<file path="src/fpu_fmt_pkg.sv">
/* single-precision field widths, exponent bias, conversion exponent limits
   and the rounding-mode enum */

package fpu_fmt_pkg;

  // ==========================================================
  // ieee 754 single precision
  // ==========================================================
  localparam int unsigned exp_width = 8;
  localparam int unsigned man_width = 23;
  localparam logic [exp_width-1:0] exp_bias = 8'd127;

  // float-to-int exponent window
  localparam logic [exp_width-1:0] f2i_max_exp = 8'd157;  // 2^30, still fits in 32 bits
  localparam logic [exp_width-1:0] f2i_min_exp = 8'd125;  // 0.25, smallest that rounds

  // codes 5..7 are reserved, treated as toward-zero
  typedef enum logic [2:0] {
    RNE = 3'd0,  // nearest, ties to even
    RTZ = 3'd1,  // toward zero
    RDN = 3'd2,  // toward -inf
    RUP = 3'd3,  // toward +inf
    RMM = 3'd4   // nearest, ties away
  } rm_e;

endpackage

</file>
<file path="src/fpu_cvt_pkg.sv">
/* transaction definitions for the conversion subsystem:
   opcodes, word and tag widths, unit indices */

package fpu_cvt_pkg;

  // ==========================================================
  // request / result words
  // ==========================================================
  localparam int unsigned word_width = 32;
  localparam int unsigned tag_width  = 4;

  // ==========================================================
  // execution units behind the shared result bus
  // ==========================================================
  localparam int unsigned num_units = 2;
  localparam int unsigned unit_f2i  = 0;
  localparam int unsigned unit_i2f  = 1;

  typedef enum logic [0:0] {
    OP_F2I = 1'b0,  // float to signed int
    OP_I2F = 1'b1   // signed int to float
  } op_e;

endpackage

</file>
<file path="src/fpu_res_if.sv">
/* result bus between one conversion unit and the result arbiter */

`timescale 1ns/10ps

interface fpu_res_if;

  logic                                valid;
  logic                                ready;
  logic [fpu_cvt_pkg::word_width-1:0]  data;
  logic [fpu_cvt_pkg::tag_width-1:0]   tag;

  // unit side, holds a result until ready
  modport unit (
    output valid,
    output data,
    output tag,
    input  ready
  );

  // arbiter side
  modport arbiter (
    input  valid,
    input  data,
    input  tag,
    output ready
  );

endinterface

</file>
<file path="src/fpu_classify.sv">
/* single-precision operand split into sign, exponent and mantissa,
   with zero, infinity and NaN detection */

`timescale 1ns/10ps

module fpu_classify (
  input  logic [fpu_cvt_pkg::word_width-1:0]  a_i,
  output logic                                zero_o,
  output logic                                infty_o,
  output logic                                nan_o,
  output logic                                sign_o,
  output logic [fpu_fmt_pkg::exp_width-1:0]   exp_o,
  output logic [fpu_fmt_pkg::man_width-1:0]   man_o
);

  logic exp_zero;
  logic exp_ones;
  logic man_zero;

  // ==========================================================
  // field split
  // ==========================================================
  assign sign_o = a_i[fpu_cvt_pkg::word_width-1];
  assign exp_o  = a_i[fpu_fmt_pkg::man_width +: fpu_fmt_pkg::exp_width];
  assign man_o  = a_i[fpu_fmt_pkg::man_width-1:0];

  // ==========================================================
  // classes
  // ==========================================================
  assign exp_zero = (exp_o == '0);
  assign exp_ones = &exp_o;
  assign man_zero = (man_o == '0);

  assign zero_o  = exp_zero;               // denormals flush to zero
  assign infty_o = exp_ones & man_zero;
  assign nan_o   = exp_ones & ~man_zero;   // quiet and signalling alike

endmodule

</file>
<file path="src/fpu_round.sv">
/* round-up decision for a sign-magnitude value from lsb, guard, round,
   sticky and the rounding mode */

`timescale 1ns/10ps

module fpu_round (
  input  logic               sign_i,
  input  logic               lsb_i,
  input  logic               guard_i,
  input  logic               round_i,
  input  logic               sticky_i,
  input  fpu_fmt_pkg::rm_e   rm_i,
  output logic               do_round_o
);

  logic inexact;

  assign inexact = guard_i | round_i | sticky_i;

  always_comb begin
    case (rm_i)
      fpu_fmt_pkg::RNE: begin
        do_round_o = guard_i & (round_i | sticky_i | lsb_i);  // ties go to even
      end
      fpu_fmt_pkg::RTZ: begin
        do_round_o = 1'b0;
      end
      fpu_fmt_pkg::RDN: begin
        do_round_o = sign_i & inexact;     // magnitude grows when negative
      end
      fpu_fmt_pkg::RUP: begin
        do_round_o = ~sign_i & inexact;
      end
      fpu_fmt_pkg::RMM: begin
        do_round_o = guard_i;
      end
      default: begin
        do_round_o = 1'b0;                 // reserved codes
      end
    endcase
  end

endmodule

</file>
<file path="src/fpu_f2i.sv">
/* float-to-int conversion unit, single precision to signed 32-bit,
   with a one-entry output register on a valid/ready result bus */

`timescale 1ns/10ps

module fpu_f2i (
  input  logic                                clk_i,
  input  logic                                arst_n_i,
  input  logic                                in_valid_i,
  output logic                                in_ready_o,
  input  logic [fpu_cvt_pkg::word_width-1:0]  a_i,
  input  fpu_fmt_pkg::rm_e                    rm_i,
  input  logic [fpu_cvt_pkg::tag_width-1:0]   tag_i,
  fpu_res_if.unit                             res
);

  logic                               sign;
  logic [fpu_fmt_pkg::exp_width-1:0]  exp;
  logic [fpu_fmt_pkg::man_width-1:0]  man;
  logic                               zero;
  logic                               infty;
  logic                               nan;

  fpu_classify u_classify (
    .a_i     (a_i),
    .zero_o  (zero),
    .infty_o (infty),
    .nan_o   (nan),
    .sign_o  (sign),
    .exp_o   (exp),
    .man_o   (man)
  );

  // ==========================================================
  // alignment
  // ==========================================================
  logic       exp_too_big;
  logic       exp_too_small;
  logic [7:0] shamt;
  logic [32:0] preshift;
  logic [32:0] shifted;
  logic [32:0] lost_mask;
  logic       sticky;

  assign exp_too_big   = infty | nan | (exp > fpu_fmt_pkg::f2i_max_exp);
  assign exp_too_small = (exp < fpu_fmt_pkg::f2i_min_exp);

  // tiny values shift everything into sticky
  assign shamt = exp_too_small
    ? fpu_fmt_pkg::f2i_max_exp - (fpu_fmt_pkg::f2i_min_exp - 8'd1)
    : fpu_fmt_pkg::f2i_max_exp - exp;

  assign preshift  = {1'b1, man, 9'b0};  // int bits, then guard and round
  assign shifted   = preshift >> shamt[5:0];
  assign lost_mask = ~({33{1'b1}} << shamt[5:0]);
  assign sticky    = |(preshift & lost_mask);

  // ==========================================================
  // rounding and sign
  // ==========================================================
  logic        do_round;
  logic [31:0] inverted;
  logic [31:0] post_round;
  logic [31:0] res_d;

  fpu_round u_round (
    .sign_i     (sign),
    .lsb_i      (shifted[2]),
    .guard_i    (shifted[1]),
    .round_i    (shifted[0]),
    .sticky_i   (sticky),
    .rm_i       (rm_i),
    .do_round_o (do_round)
  );

  // ones' complement plus carry-in folds negate and round
  assign inverted   = {32{sign}} ^ {1'b0, shifted[32:2]};
  assign post_round = inverted + {31'b0, do_round ^ sign};

  always_comb begin
    if (zero) begin
      res_d = 32'h0000_0000;
    end else if (exp_too_big) begin
      res_d = 32'h8000_0000;
    end else if (exp_too_small) begin
      if (rm_i == fpu_fmt_pkg::RDN) begin
        res_d = do_round ? 32'hffff_ffff : 32'h0000_0000;
      end else if (rm_i == fpu_fmt_pkg::RUP) begin
        res_d = do_round ? 32'h0000_0001 : 32'h0000_0000;
      end else begin
        res_d = 32'h0000_0000;
      end
    end else begin
      res_d = post_round;
    end
  end

  // ==========================================================
  // output register
  // ==========================================================
  logic load;

  assign in_ready_o = ~res.valid | res.ready;  // empty or draining now
  assign load       = in_valid_i & in_ready_o;

  always_ff @(posedge clk_i or negedge arst_n_i) begin
    if (!arst_n_i) begin
      res.valid <= 1'b0;
    end else if (load) begin
      res.valid <= 1'b1;
    end else if (res.ready) begin
      res.valid <= 1'b0;
    end
  end

  always_ff @(posedge clk_i) begin
    if (load) begin
      res.data <= res_d;
      res.tag  <= tag_i;
    end
  end

  // held result stays put under back-pressure
  a_hold_stable: assert property (@(posedge clk_i) disable iff (!arst_n_i)
    res.valid && !res.ready |=> res.valid && $stable(res.data) && $stable(res.tag));

endmodule

</file>
<file path="src/fpu_i2f.sv">
/* int-to-float conversion unit, signed 32-bit to single precision,
   with a one-entry output register on a valid/ready result bus */

`timescale 1ns/10ps

module fpu_i2f (
  input  logic                                clk_i,
  input  logic                                arst_n_i,
  input  logic                                in_valid_i,
  output logic                                in_ready_o,
  input  logic [fpu_cvt_pkg::word_width-1:0]  a_i,
  input  fpu_fmt_pkg::rm_e                    rm_i,
  input  logic [fpu_cvt_pkg::tag_width-1:0]   tag_i,
  fpu_res_if.unit                             res
);

  // ==========================================================
  // magnitude and normalisation
  // ==========================================================
  logic        sign;
  logic [31:0] mag;
  logic [4:0]  lead;
  logic [31:0] norm;
  logic [fpu_fmt_pkg::exp_width-1:0] exp;

  assign sign = a_i[31];
  assign mag  = sign ? (~a_i + 32'd1) : a_i;  // 80000000 stays as 2^31

  // leading one, highest set bit wins
  always_comb begin
    lead = 5'd0;
    for (int i = 0; i < 32; i++) begin
      if (mag[i]) begin
        lead = 5'(i);
      end
    end
  end

  assign norm = mag << (5'd31 - lead);  // hidden bit lands in bit 31
  assign exp  = fpu_fmt_pkg::exp_bias + {3'b0, lead};

  // ==========================================================
  // rounding
  // ==========================================================
  logic        do_round;
  logic [30:0] rounded;
  logic [31:0] res_d;

  fpu_round u_round (
    .sign_i     (sign),
    .lsb_i      (norm[8]),
    .guard_i    (norm[7]),
    .round_i    (norm[6]),
    .sticky_i   (|norm[5:0]),
    .rm_i       (rm_i),
    .do_round_o (do_round)
  );

  // mantissa carry ripples into the exponent field
  assign rounded = {exp, norm[30:8]} + {30'b0, do_round};
  assign res_d   = (mag == 32'd0) ? 32'h0000_0000 : {sign, rounded};

  // ==========================================================
  // output register
  // ==========================================================
  logic load;

  assign in_ready_o = ~res.valid | res.ready;
  assign load       = in_valid_i & in_ready_o;

  always_ff @(posedge clk_i or negedge arst_n_i) begin
    if (!arst_n_i) begin
      res.valid <= 1'b0;
    end else if (load) begin
      res.valid <= 1'b1;
    end else if (res.ready) begin
      res.valid <= 1'b0;
    end
  end

  always_ff @(posedge clk_i) begin
    if (load) begin
      res.data <= res_d;
      res.tag  <= tag_i;
    end
  end

  a_hold_stable: assert property (@(posedge clk_i) disable iff (!arst_n_i)
    res.valid && !res.ready |=> res.valid && $stable(res.data) && $stable(res.tag));

endmodule

</file>
<file path="src/fpu_res_arbiter.sv">
/* round-robin arbiter placing one unit's result on the shared result bus */

`timescale 1ns/10ps

module fpu_res_arbiter (
  input  logic                                clk_i,
  input  logic                                arst_n_i,
  fpu_res_if.arbiter                          unit_f2i,
  fpu_res_if.arbiter                          unit_i2f,
  output logic                                res_valid_o,
  input  logic                                res_ready_i,
  output logic [fpu_cvt_pkg::word_width-1:0]  res_data_o,
  output logic [fpu_cvt_pkg::tag_width-1:0]   res_tag_o
);

  logic [fpu_cvt_pkg::num_units-1:0] valid;
  logic [fpu_cvt_pkg::num_units-1:0] gnt;
  logic ptr;       // favoured unit on a tie
  logic sel;       // granted unit index
  logic xfer;
  logic lock_q;    // result stalled last cycle
  logic lock_sel_q;

  assign valid[fpu_cvt_pkg::unit_f2i] = unit_f2i.valid;
  assign valid[fpu_cvt_pkg::unit_i2f] = unit_i2f.valid;

  // ==========================================================
  // grant
  // ==========================================================
  always_comb begin
    gnt = '0;
    if (lock_q) begin
      gnt[lock_sel_q] = 1'b1;  // stalled result keeps the bus
    end else if (&valid) begin
      gnt[ptr] = 1'b1;
    end else begin
      gnt = valid;
    end
  end

  assign sel = gnt[fpu_cvt_pkg::unit_i2f];

  assign res_valid_o = |valid;
  assign res_data_o  = sel ? unit_i2f.data : unit_f2i.data;
  assign res_tag_o   = sel ? unit_i2f.tag : unit_f2i.tag;

  assign unit_f2i.ready = gnt[fpu_cvt_pkg::unit_f2i] & res_ready_i;
  assign unit_i2f.ready = gnt[fpu_cvt_pkg::unit_i2f] & res_ready_i;

  // ==========================================================
  // round-robin pointer
  // ==========================================================
  assign xfer = res_valid_o & res_ready_i;

  always_ff @(posedge clk_i or negedge arst_n_i) begin
    if (!arst_n_i) begin
      ptr <= 1'(fpu_cvt_pkg::unit_f2i);
    end else if (xfer) begin
      ptr <= ~sel;   // loser of this round goes first next time
    end
  end

  always_ff @(posedge clk_i or negedge arst_n_i) begin
    if (!arst_n_i) begin
      lock_q     <= 1'b0;
      lock_sel_q <= 1'b0;
    end else begin
      lock_q     <= res_valid_o & ~res_ready_i;
      lock_sel_q <= sel;
    end
  end

  a_gnt_onehot: assert property (@(posedge clk_i) disable iff (!arst_n_i)
    $onehot0(gnt));

  a_gnt_valid: assert property (@(posedge clk_i) disable iff (!arst_n_i)
    (gnt & ~valid) == '0);

endmodule

</file>
<file path="src/fpu_cvt_top.sv">
/* conversion subsystem top, request dispatch to the float-to-int and
   int-to-float units and the shared result arbiter */

`timescale 1ns/10ps

module fpu_cvt_top (
  input  logic                                clk_i,
  input  logic                                arst_n_i,
  // request
  input  logic                                req_valid_i,
  output logic                                req_ready_o,
  input  fpu_cvt_pkg::op_e                    req_op_i,
  input  logic [2:0]                          req_rm_i,
  input  logic [fpu_cvt_pkg::word_width-1:0]  req_data_i,
  input  logic [fpu_cvt_pkg::tag_width-1:0]   req_tag_i,
  // result
  output logic                                res_valid_o,
  input  logic                                res_ready_i,
  output logic [fpu_cvt_pkg::word_width-1:0]  res_data_o,
  output logic [fpu_cvt_pkg::tag_width-1:0]   res_tag_o
);

  fpu_res_if f2i_res ();
  fpu_res_if i2f_res ();

  logic             f2i_valid;
  logic             f2i_ready;
  logic             i2f_valid;
  logic             i2f_ready;
  logic             is_f2i;
  fpu_fmt_pkg::rm_e rm;

  // ==========================================================
  // dispatch
  // ==========================================================
  assign is_f2i      = (req_op_i == fpu_cvt_pkg::OP_F2I);
  assign f2i_valid   = req_valid_i & is_f2i;
  assign i2f_valid   = req_valid_i & ~is_f2i;
  assign req_ready_o = is_f2i ? f2i_ready : i2f_ready;
  assign rm          = fpu_fmt_pkg::rm_e'(req_rm_i);  // 5..7 pass through as reserved

  fpu_f2i u_f2i (
    .clk_i      (clk_i),
    .arst_n_i   (arst_n_i),
    .in_valid_i (f2i_valid),
    .in_ready_o (f2i_ready),
    .a_i        (req_data_i),
    .rm_i       (rm),
    .tag_i      (req_tag_i),
    .res        (f2i_res.unit)
  );

  fpu_i2f u_i2f (
    .clk_i      (clk_i),
    .arst_n_i   (arst_n_i),
    .in_valid_i (i2f_valid),
    .in_ready_o (i2f_ready),
    .a_i        (req_data_i),
    .rm_i       (rm),
    .tag_i      (req_tag_i),
    .res        (i2f_res.unit)
  );

  fpu_res_arbiter u_arb (
    .clk_i       (clk_i),
    .arst_n_i    (arst_n_i),
    .unit_f2i    (f2i_res.arbiter),
    .unit_i2f    (i2f_res.arbiter),
    .res_valid_o (res_valid_o),
    .res_ready_i (res_ready_i),
    .res_data_o  (res_data_o),
    .res_tag_o   (res_tag_o)
  );

endmodule

</file>
<file path="config.mk">
export PLATFORM = sky130hd
export DESIGN_NAME = fpu_cvt_top
export DESIGN_NICKNAME = d
export VERILOG_FILES = /design/src/fpu_fmt_pkg.sv /design/src/fpu_cvt_pkg.sv /design/src/fpu_res_if.sv /design/src/fpu_classify.sv /design/src/fpu_round.sv /design/src/fpu_f2i.sv /design/src/fpu_i2f.sv /design/src/fpu_res_arbiter.sv /design/src/fpu_cvt_top.sv
export SDC_FILE = /design/constraint.sdc
export NUM_CORES = 1
export LEC_CHECK = 0
export ABC_AREA = 1
export BUFFER_PORTS_ARGS = -buffer_cell sky130_fd_sc_hd__clkbuf_2
export CAP_MARGIN = 20
export CORE_UTILIZATION = 40
export CTS_CLUSTER_SIZE = 24
export DETAILED_ROUTE_END_ITERATION = 16
export GPL_TIMING_DRIVEN = 0
export PLACE_DENSITY_LB_ADDON = 0.12
export SLEW_MARGIN = 40
export SYNTH_ARGS = -nofsm -noshare
export SYNTH_HDL_FRONTEND = slang
export SYNTH_SLANG_ARGS = --single-unit
</file>
<file path="constraint.sdc">
create_clock -name clk_i -period 3.45 [get_ports clk_i]
set_input_delay 0.1725 -clock clk_i [delete_from_list [all_inputs] [get_ports clk_i]]
set_output_delay 0.1725 -clock clk_i [all_outputs]
set_load 0.05 [all_outputs]
</file>
Word level (Yosys, flattened, before mapping) --
Cells that the tools add are included.
Operators by class: add/subtract/negate cells 6, multipliers 0, divide/modulo/power cells 0, order comparisons 6, equal/unequal tests 3, shifts and indexed selects 3, mux-type cells 54, bitwise operators 40, reduce and logical (&&, ||, !) cells 14
Operators with widths (count):
- 32-bit two-way mux | 7
- 5-bit two-way mux | 30
- 33-bit AND | 1
- 33-bit inverter | 1
- 33-bit OR reduction | 1
- 33-bit by 6-bit left shift with 33-bit output (first input constant) | 1
- 33-bit by 6-bit >> shifter with 33-bit output | 1
- 32-bit by 1-bit adder with 32-bit output | 1
- 32-bit by 1-bit adder with 32-bit output (second input constant) | 1
- 32-bit zero test | 1
- 32-bit inverter | 1
- 32-bit by 5-bit left shift with 31-bit output | 1
- 32-bit by 31-bit bitwise XOR with 32-bit output | 1
- 31-bit by 1-bit adder with 31-bit output | 1
- 23-bit zero test | 1
- 1-bit AND | 16
- 1-bit bitwise OR | 12
- 1-bit two-way mux | 9
- 7-bit by 5-bit adder with 8-bit output (first input constant) | 1
- 8-bit greater-than comparator (second input constant) | 1
- 8-bit zero test | 1
- 8-bit by 7-bit less-than comparator with 1-bit output (second input constant) | 1
- 1-bit one-hot mux with 4 select lines | 2
- 8-bit AND reduction | 1
- other kinds (18) | 32
Word-level totals: register bits after elaboration 77, bits in latches 0, RAM bits 0, ROM bits 0, input port bits 44, output and inout bits 38, memories kept 0

Longest topological paths before layout --
depth in word-level cells 42, gate-level depth with buffers 55, mapped depth without buffers 54

Modules after synthesis --
Synthesis repeated with hierarchy kept, for this count alone.
Second synthesis, totals: cell total of the unflattened synthesis 2042, area, all modules 11965.2 um^2
By module, submodules not included:
- fpu_f2i | instances 1, cells an instance 907, area an instance 5510.3 um^2
- fpu_i2f | instances 1, cells an instance 889, area an instance 5211.2 um^2
- fpu_res_arbiter | instances 1, cells an instance 141, area an instance 703.2 um^2
- fpu_classify | instances 1, cells an instance 67, area an instance 392.9 um^2
- fpu_round | instances 2, cells an instance 15, area an instance 58.8 um^2
- fpu_cvt_top | instances 1, cells an instance 8, area an instance 30.0 um^2

Least setup slack after synthesis --
No wires, ideal clock.
kind input to register, start point in req_data_i[26] (netlist name), end point reg u_f2i.res.data[30], data pin, setup time 270 ps, arrival 4924 ps, required time 3180 ps, slack -1744 ps, cell stages on the path 40, cells stage by stage buf_2 -> nand2_1 -> nor2_4 -> nand2_4 -> nand2_8 -> nand2_4 -> buf_6 -> buf_6 -> nor3_1 -> inv_1 -> nor2_1 -> nand2_1 -> nand2_1 -> o2111ai_1 -> a311oi_1 -> o221ai_1 -> a2111o_1 -> o211ai_1 -> [... 4 more ...] -> ha_1 -> nand4_1 -> nor2_1 -> nand2_1 -> nor2_2 -> nand2_1 -> nor2_2 -> nand2_1 -> inv_2 -> nand4_2 -> nor2_2 -> nand3_2 -> nor2_4 -> nand4_2 -> nor3_2 -> nand3_1 -> nand3_1 -> a21oi_1
On the way: cells in the longest elaborated chain, start to end 13
Ends and longest elaborated chain:
- start: declaration | line fpu_cvt_top.sv:14 | input logic [fpu_cvt_pkg::word_width-1:0] req_data_i,
- 8-bit by 7-bit less-than comparator with 1-bit output or 5-bit by 6-bit subtractor with 6-bit output (tied branches) | line fpu_f2i.sv:46, fpu_f2i.sv:51
- 6-bit two-way mux | line fpu_f2i.sv:50 | ? fpu_fmt_pkg::f2i_max_exp - (fpu_fmt_pkg::f2i_min_exp - 8'd1)
- 33-bit by 6-bit left shift with 33-bit output | line fpu_f2i.sv:55 | assign lost_mask = ~({33{1'b1}} << shamt[5:0]);
- 33-bit inverter | line fpu_f2i.sv:55
- 33-bit AND | line fpu_f2i.sv:56 | assign sticky = |(preshift & lost_mask);
- 33-bit OR reduction | line fpu_f2i.sv:56
- 1-bit bitwise OR (2 in series) | line fpu_round.sv:23 | do_round_o = guard_i & (round_i | sticky_i | lsb_i);
- 1-bit AND | line fpu_round.sv:23
- 1-bit one-hot mux with 4 select lines | line fpu_round.sv:21 | case (rm_i)
- 1-bit bitwise XOR or 32-bit two-way mux (tied branches) | line fpu_f2i.sv:78, fpu_f2i.sv:87
- 32-bit by 1-bit adder with 32-bit output or 32-bit two-way mux (tied branches) | line fpu_f2i.sv:78, fpu_f2i.sv:86
- 32-bit two-way mux | line fpu_f2i.sv:85 | end else if (exp_too_small) begin
- end signal: assignment | line fpu_f2i.sv:118 | res.data <= res_d;
- end: declaration | line fpu_res_if.sv:15 | output data,
Parallel ways exist; a longest one is shown, timed or not. A chain may end at the register's enable or synchronous reset.

Worst setup path in the final report --
start point in req_data_i[24] (netlist name), end point reg u_f2i.res.data[23], data pin
The elaborated chain is that of the path after synthesis.

==> impl_metrics.toml <==
[sta]
worst_slew_pin_slew_ps = 1310
finClkSkew_ps = 5.28
post-route-period-util = 1.52
setup_ws_ps = -1790
tns_ps = -70510
finalSetupViolations = 61
finalCriticalPeriod_ps = 5240
hold_viol_final = 0
max_slew_margin = 0.121
rsz0062_at_grt = "true"
max_freq_mhz = 191
slew_violations = 0

[global_route]
grt_pass1_wl_microns = 59500
antenna_found_initial = 1
grt_overflow = 0
grt_pass1_vias = 10900
grt_max_degree = 22
gr-usage-all-layers = 0.295

[detailed_routing]
antenna_left = 0
drcViolationCount = 0
vias = 11700
drt_iter0_markers = 908
routed_wl_microns = 38700
post_drt_wl_per_cell_microns = 17.9
vias_per_cell = 5.39
firstDrtPassIters = 7

[yosys]
synthCells = 1624
synth_seq_cells = 77
synth_area_per_cell_sq_um = 6.14
synth_warnings = 0
ys_types = 60
seq_area_frac_synth = 0.229
syn-cell-area_sq_um = 9970
syn-num-nets = 1679

[placement]
dp_hpwl_microns = 30300
placedInstanceArea_sq_um = 11200
gp_congestion = 0.964
numPortBuffers = 78

[power]
p_leak_nw = 6.19
irDropWorstVdd_mv = 0.518
fin_total_pwr_w = 0.00569
power_density_nw_per_um2 = 411

[setup_path]
reg2reg_slack_ps = 1110
r2r-start = "u_f2i.res.valid"
path_common_cell = "nor2_4"
cp.arrival_ps = 5300
crit_path_start_kind = "input port"
critPathKind = "in -> reg"
slowest_delay_ps = 350
slowest_stage = "a2111o_1"
crit_fanout = 5
crit_start = "req_data_i[24]"
crit_required_ps = 3510
reg2regPathDepth = 10
end_kind = "register"
critPathCapture = "u_f2i.res.data[23]"
reg2reg_to = "u_i2f.res.data[15]"

[die]
rows = 57
core_area_sq_um = 24400
die_height_microns = 160
io-pin-count = 82
dieArea_sq_um = 25600
die_x_microns = 160
start_util = 0.409

[cts]
clk_latency_ps = 330
cts_tree = "built"
numCtsBuffers = 9
clock_path_buffers = 2
clkTransAtPathRegs_ps = 60
cts_root_buf = "clkbuf_16"
htreeDepth = 3
cts_num_sinks = 77

[layout]
drive_gt1_frac = 0.327
syn2layout_area_growth_pct = 38.9
stdcell_area_sq_um = 13800
final_core_util = 0.568
nFillCells = 2417
layout.nets = 1887

[outcome]
outcome = "finished, violations left"
violations = "setup timing"

[job]
maxCapViolations = 0

[min_path]
hp-start = "req_tag_i[0]"
hold_class = "in -> reg"
==> metrics by stage <==
stage | hold slack, ps | worst slack [ps] | std cells
after floorplan | -123 | -1500 | 1624
after global placement | -5.01 | -2720 | 2026
after detailed placement | -3.52 | -2760 | 2029
after CTS | 29.4 | -1910 | 2120
after global routing | 23.0 | -2070 | 2161
final | 31.0 | -1790 | 2162
==> where the power goes <==
group / total [W] / internal [W] / leakage (nW) / switching, W
combinational: 0.00359 / 0.00104 / 5.33 / 0.00256
clock: 0.000877 / 0.000496 / 0.138 / 0.000381
sequential: 0.00121 / 0.00117 / 0.720 / 0.0000424
total: 0.00569 / 0.00270 / 6.19 / 0.00298
==> metal layers <==
metal | part of all wire | global-route usage | vias to the layer above | wire (microns)
met1 | 0.45 | 0.408 | 5453 | 17400
met4 | 0.020 | 0.0545 | 0 | 764
met2 | 0.48 | 0.500 | 382 | 18500
li1 | - | - | 5769 | -
met3 | 0.051 | 0.0283 | 56 | 1970
met5 | 0 | 0 | - | 0
==> cells in the final DEF, fill, tap and decap left out, types with 21 or more instances in the layout <==
master	n
o21ai_1	44
inv_1	126
nand3_1	219
nand3_2	32
xor2_1	51
nor2_1	89
buf_6	31
clkbuf_2	72
a21oi_2	23
nand2_2	42
inv_2	27
buf_4	104
nor2_2	25
nor2_4	41
edfxtp_1	72
a21oi_1	26
o21ai_0	53
nand2_1	449
o21ai_2	21
==> worst max-delay path: cells and delay by family <==
| family | cells | cell delay, ps |
|---|---|---|
| adder cells (fa/ha/maj) | 1 | 230 |
| buffers and inverters | 8 | 840 |
| AO/OA/AOI/OAI | 7 | 1330 |
| XOR/XNOR | 2 | 290 |
| AND/OR/NAND/NOR | 23 | 2370 |
==> flip-flops by register name, summed over array words and instances, names as in the netlist <==
name and count:
u_arb.ptr 1, u_arb.lock_sel_q 1, u_f2i.res.tag 4, u_i2f.res.data 32, u_f2i.res.data 32, u_i2f.res.tag 4, u_i2f.res.valid 1, u_arb.lock_q 1
u_f2i.res.valid 1
==> Yosys cell counts (all sizes together) <==
cell     count  area share
a31o         1     0.00088
a32o         1      0.0010
a311oi       2      0.0018
nor4         9      0.0063
edfxtp      72        0.22
a21oi       50       0.025
a21o         1     0.00075
o311ai       2      0.0018
o21ai      118       0.063
nand4       16       0.011
nand3      266        0.14
and2         5      0.0031
nand3b       4      0.0030
a31oi        4      0.0025
a2111o       1      0.0011
inv        166       0.063
or2         12      0.0075
nor2       156       0.074
clkinv       2     0.00075
o22ai        6      0.0038
ha          11       0.014
nand2      512        0.20
o41ai        1     0.00088
a22oi        1     0.00075
mux2i        4      0.0040
o31ai        2      0.0015
xnor2       12       0.011
nor3b        1     0.00075
o221ai       4      0.0035
a21boi       3      0.0023
dfrtp        5       0.013
clkbuf      27       0.010
a221oi       3      0.0026
nor3        14      0.0085
xor2        72       0.067
o2111ai      1     0.00088
o211ai       6      0.0050
buf         50       0.032
or4          1     0.00075
==> cell families (layout without fill, tap and decap cells) <==
| family | count (synthesis) | after routing | synth area share |
|---|---|---|---|
| adders and majority gates | 11 | 11 | 0.0138 |
| and+or+nand+nor | 996 | 996 | 0.451 |
| xor gates and xnor gates | 84 | 84 | 0.0775 |
| AOI/OAI and AO/OA | 207 | 207 | 0.119 |
| muxes | 4 | 4 | 0.00401 |
| buffers and inverters | 245 | 458 | 0.106 |
| DFF | 77 | 77 | 0.229 |
| other | 0 | 1 | 0 |
==> cell type report <==
cell class / count / area, sq um / area share
Inverter: 168 / 713 / 0.0515
Clock inverter: 7 / 58.8 / 0.00425
Buffer: 77 / 638 / 0.0461
Clock buffer: 9 / 225 / 0.0163
Sequential cell: 77 / 2290 / 0.165
Timing Repair Buffer: 197 / 1540 / 0.111
Tap cell: 324 / 405 / 0.0293
Multi-Input combinational cell: 1302 / 7980 / 0.576
Antenna cell: 1 / 2.50 / 0.000181
==> what timing repair did <==
action | CTS | global route
gates cloned | 0 | 1
endpoints found under the setup margin | 64 | 64
setup buffers | 74 | 64
endpoints found under the hold margin | 5 | 0
hold buffers | 1 | 0
gates resized for setup | 109 | 276
pin swaps | 43 | 93
==> how the worst min path moves through the flow <==
stage	slack, ps	cells past startpoint	to
CTS	30	1	u_f2i.res.tag[1]
floorplan	-120	0	u_arb.lock_q
global route	20	1	u_f2i.res.tag[0]
detailed placement	-4	1	u_arb.ptr
global placement	-5	1	u_arb.ptr
finish	30	1	u_f2i.res.tag[0]
No activity file was read; power rests on OpenSTA's default activity.
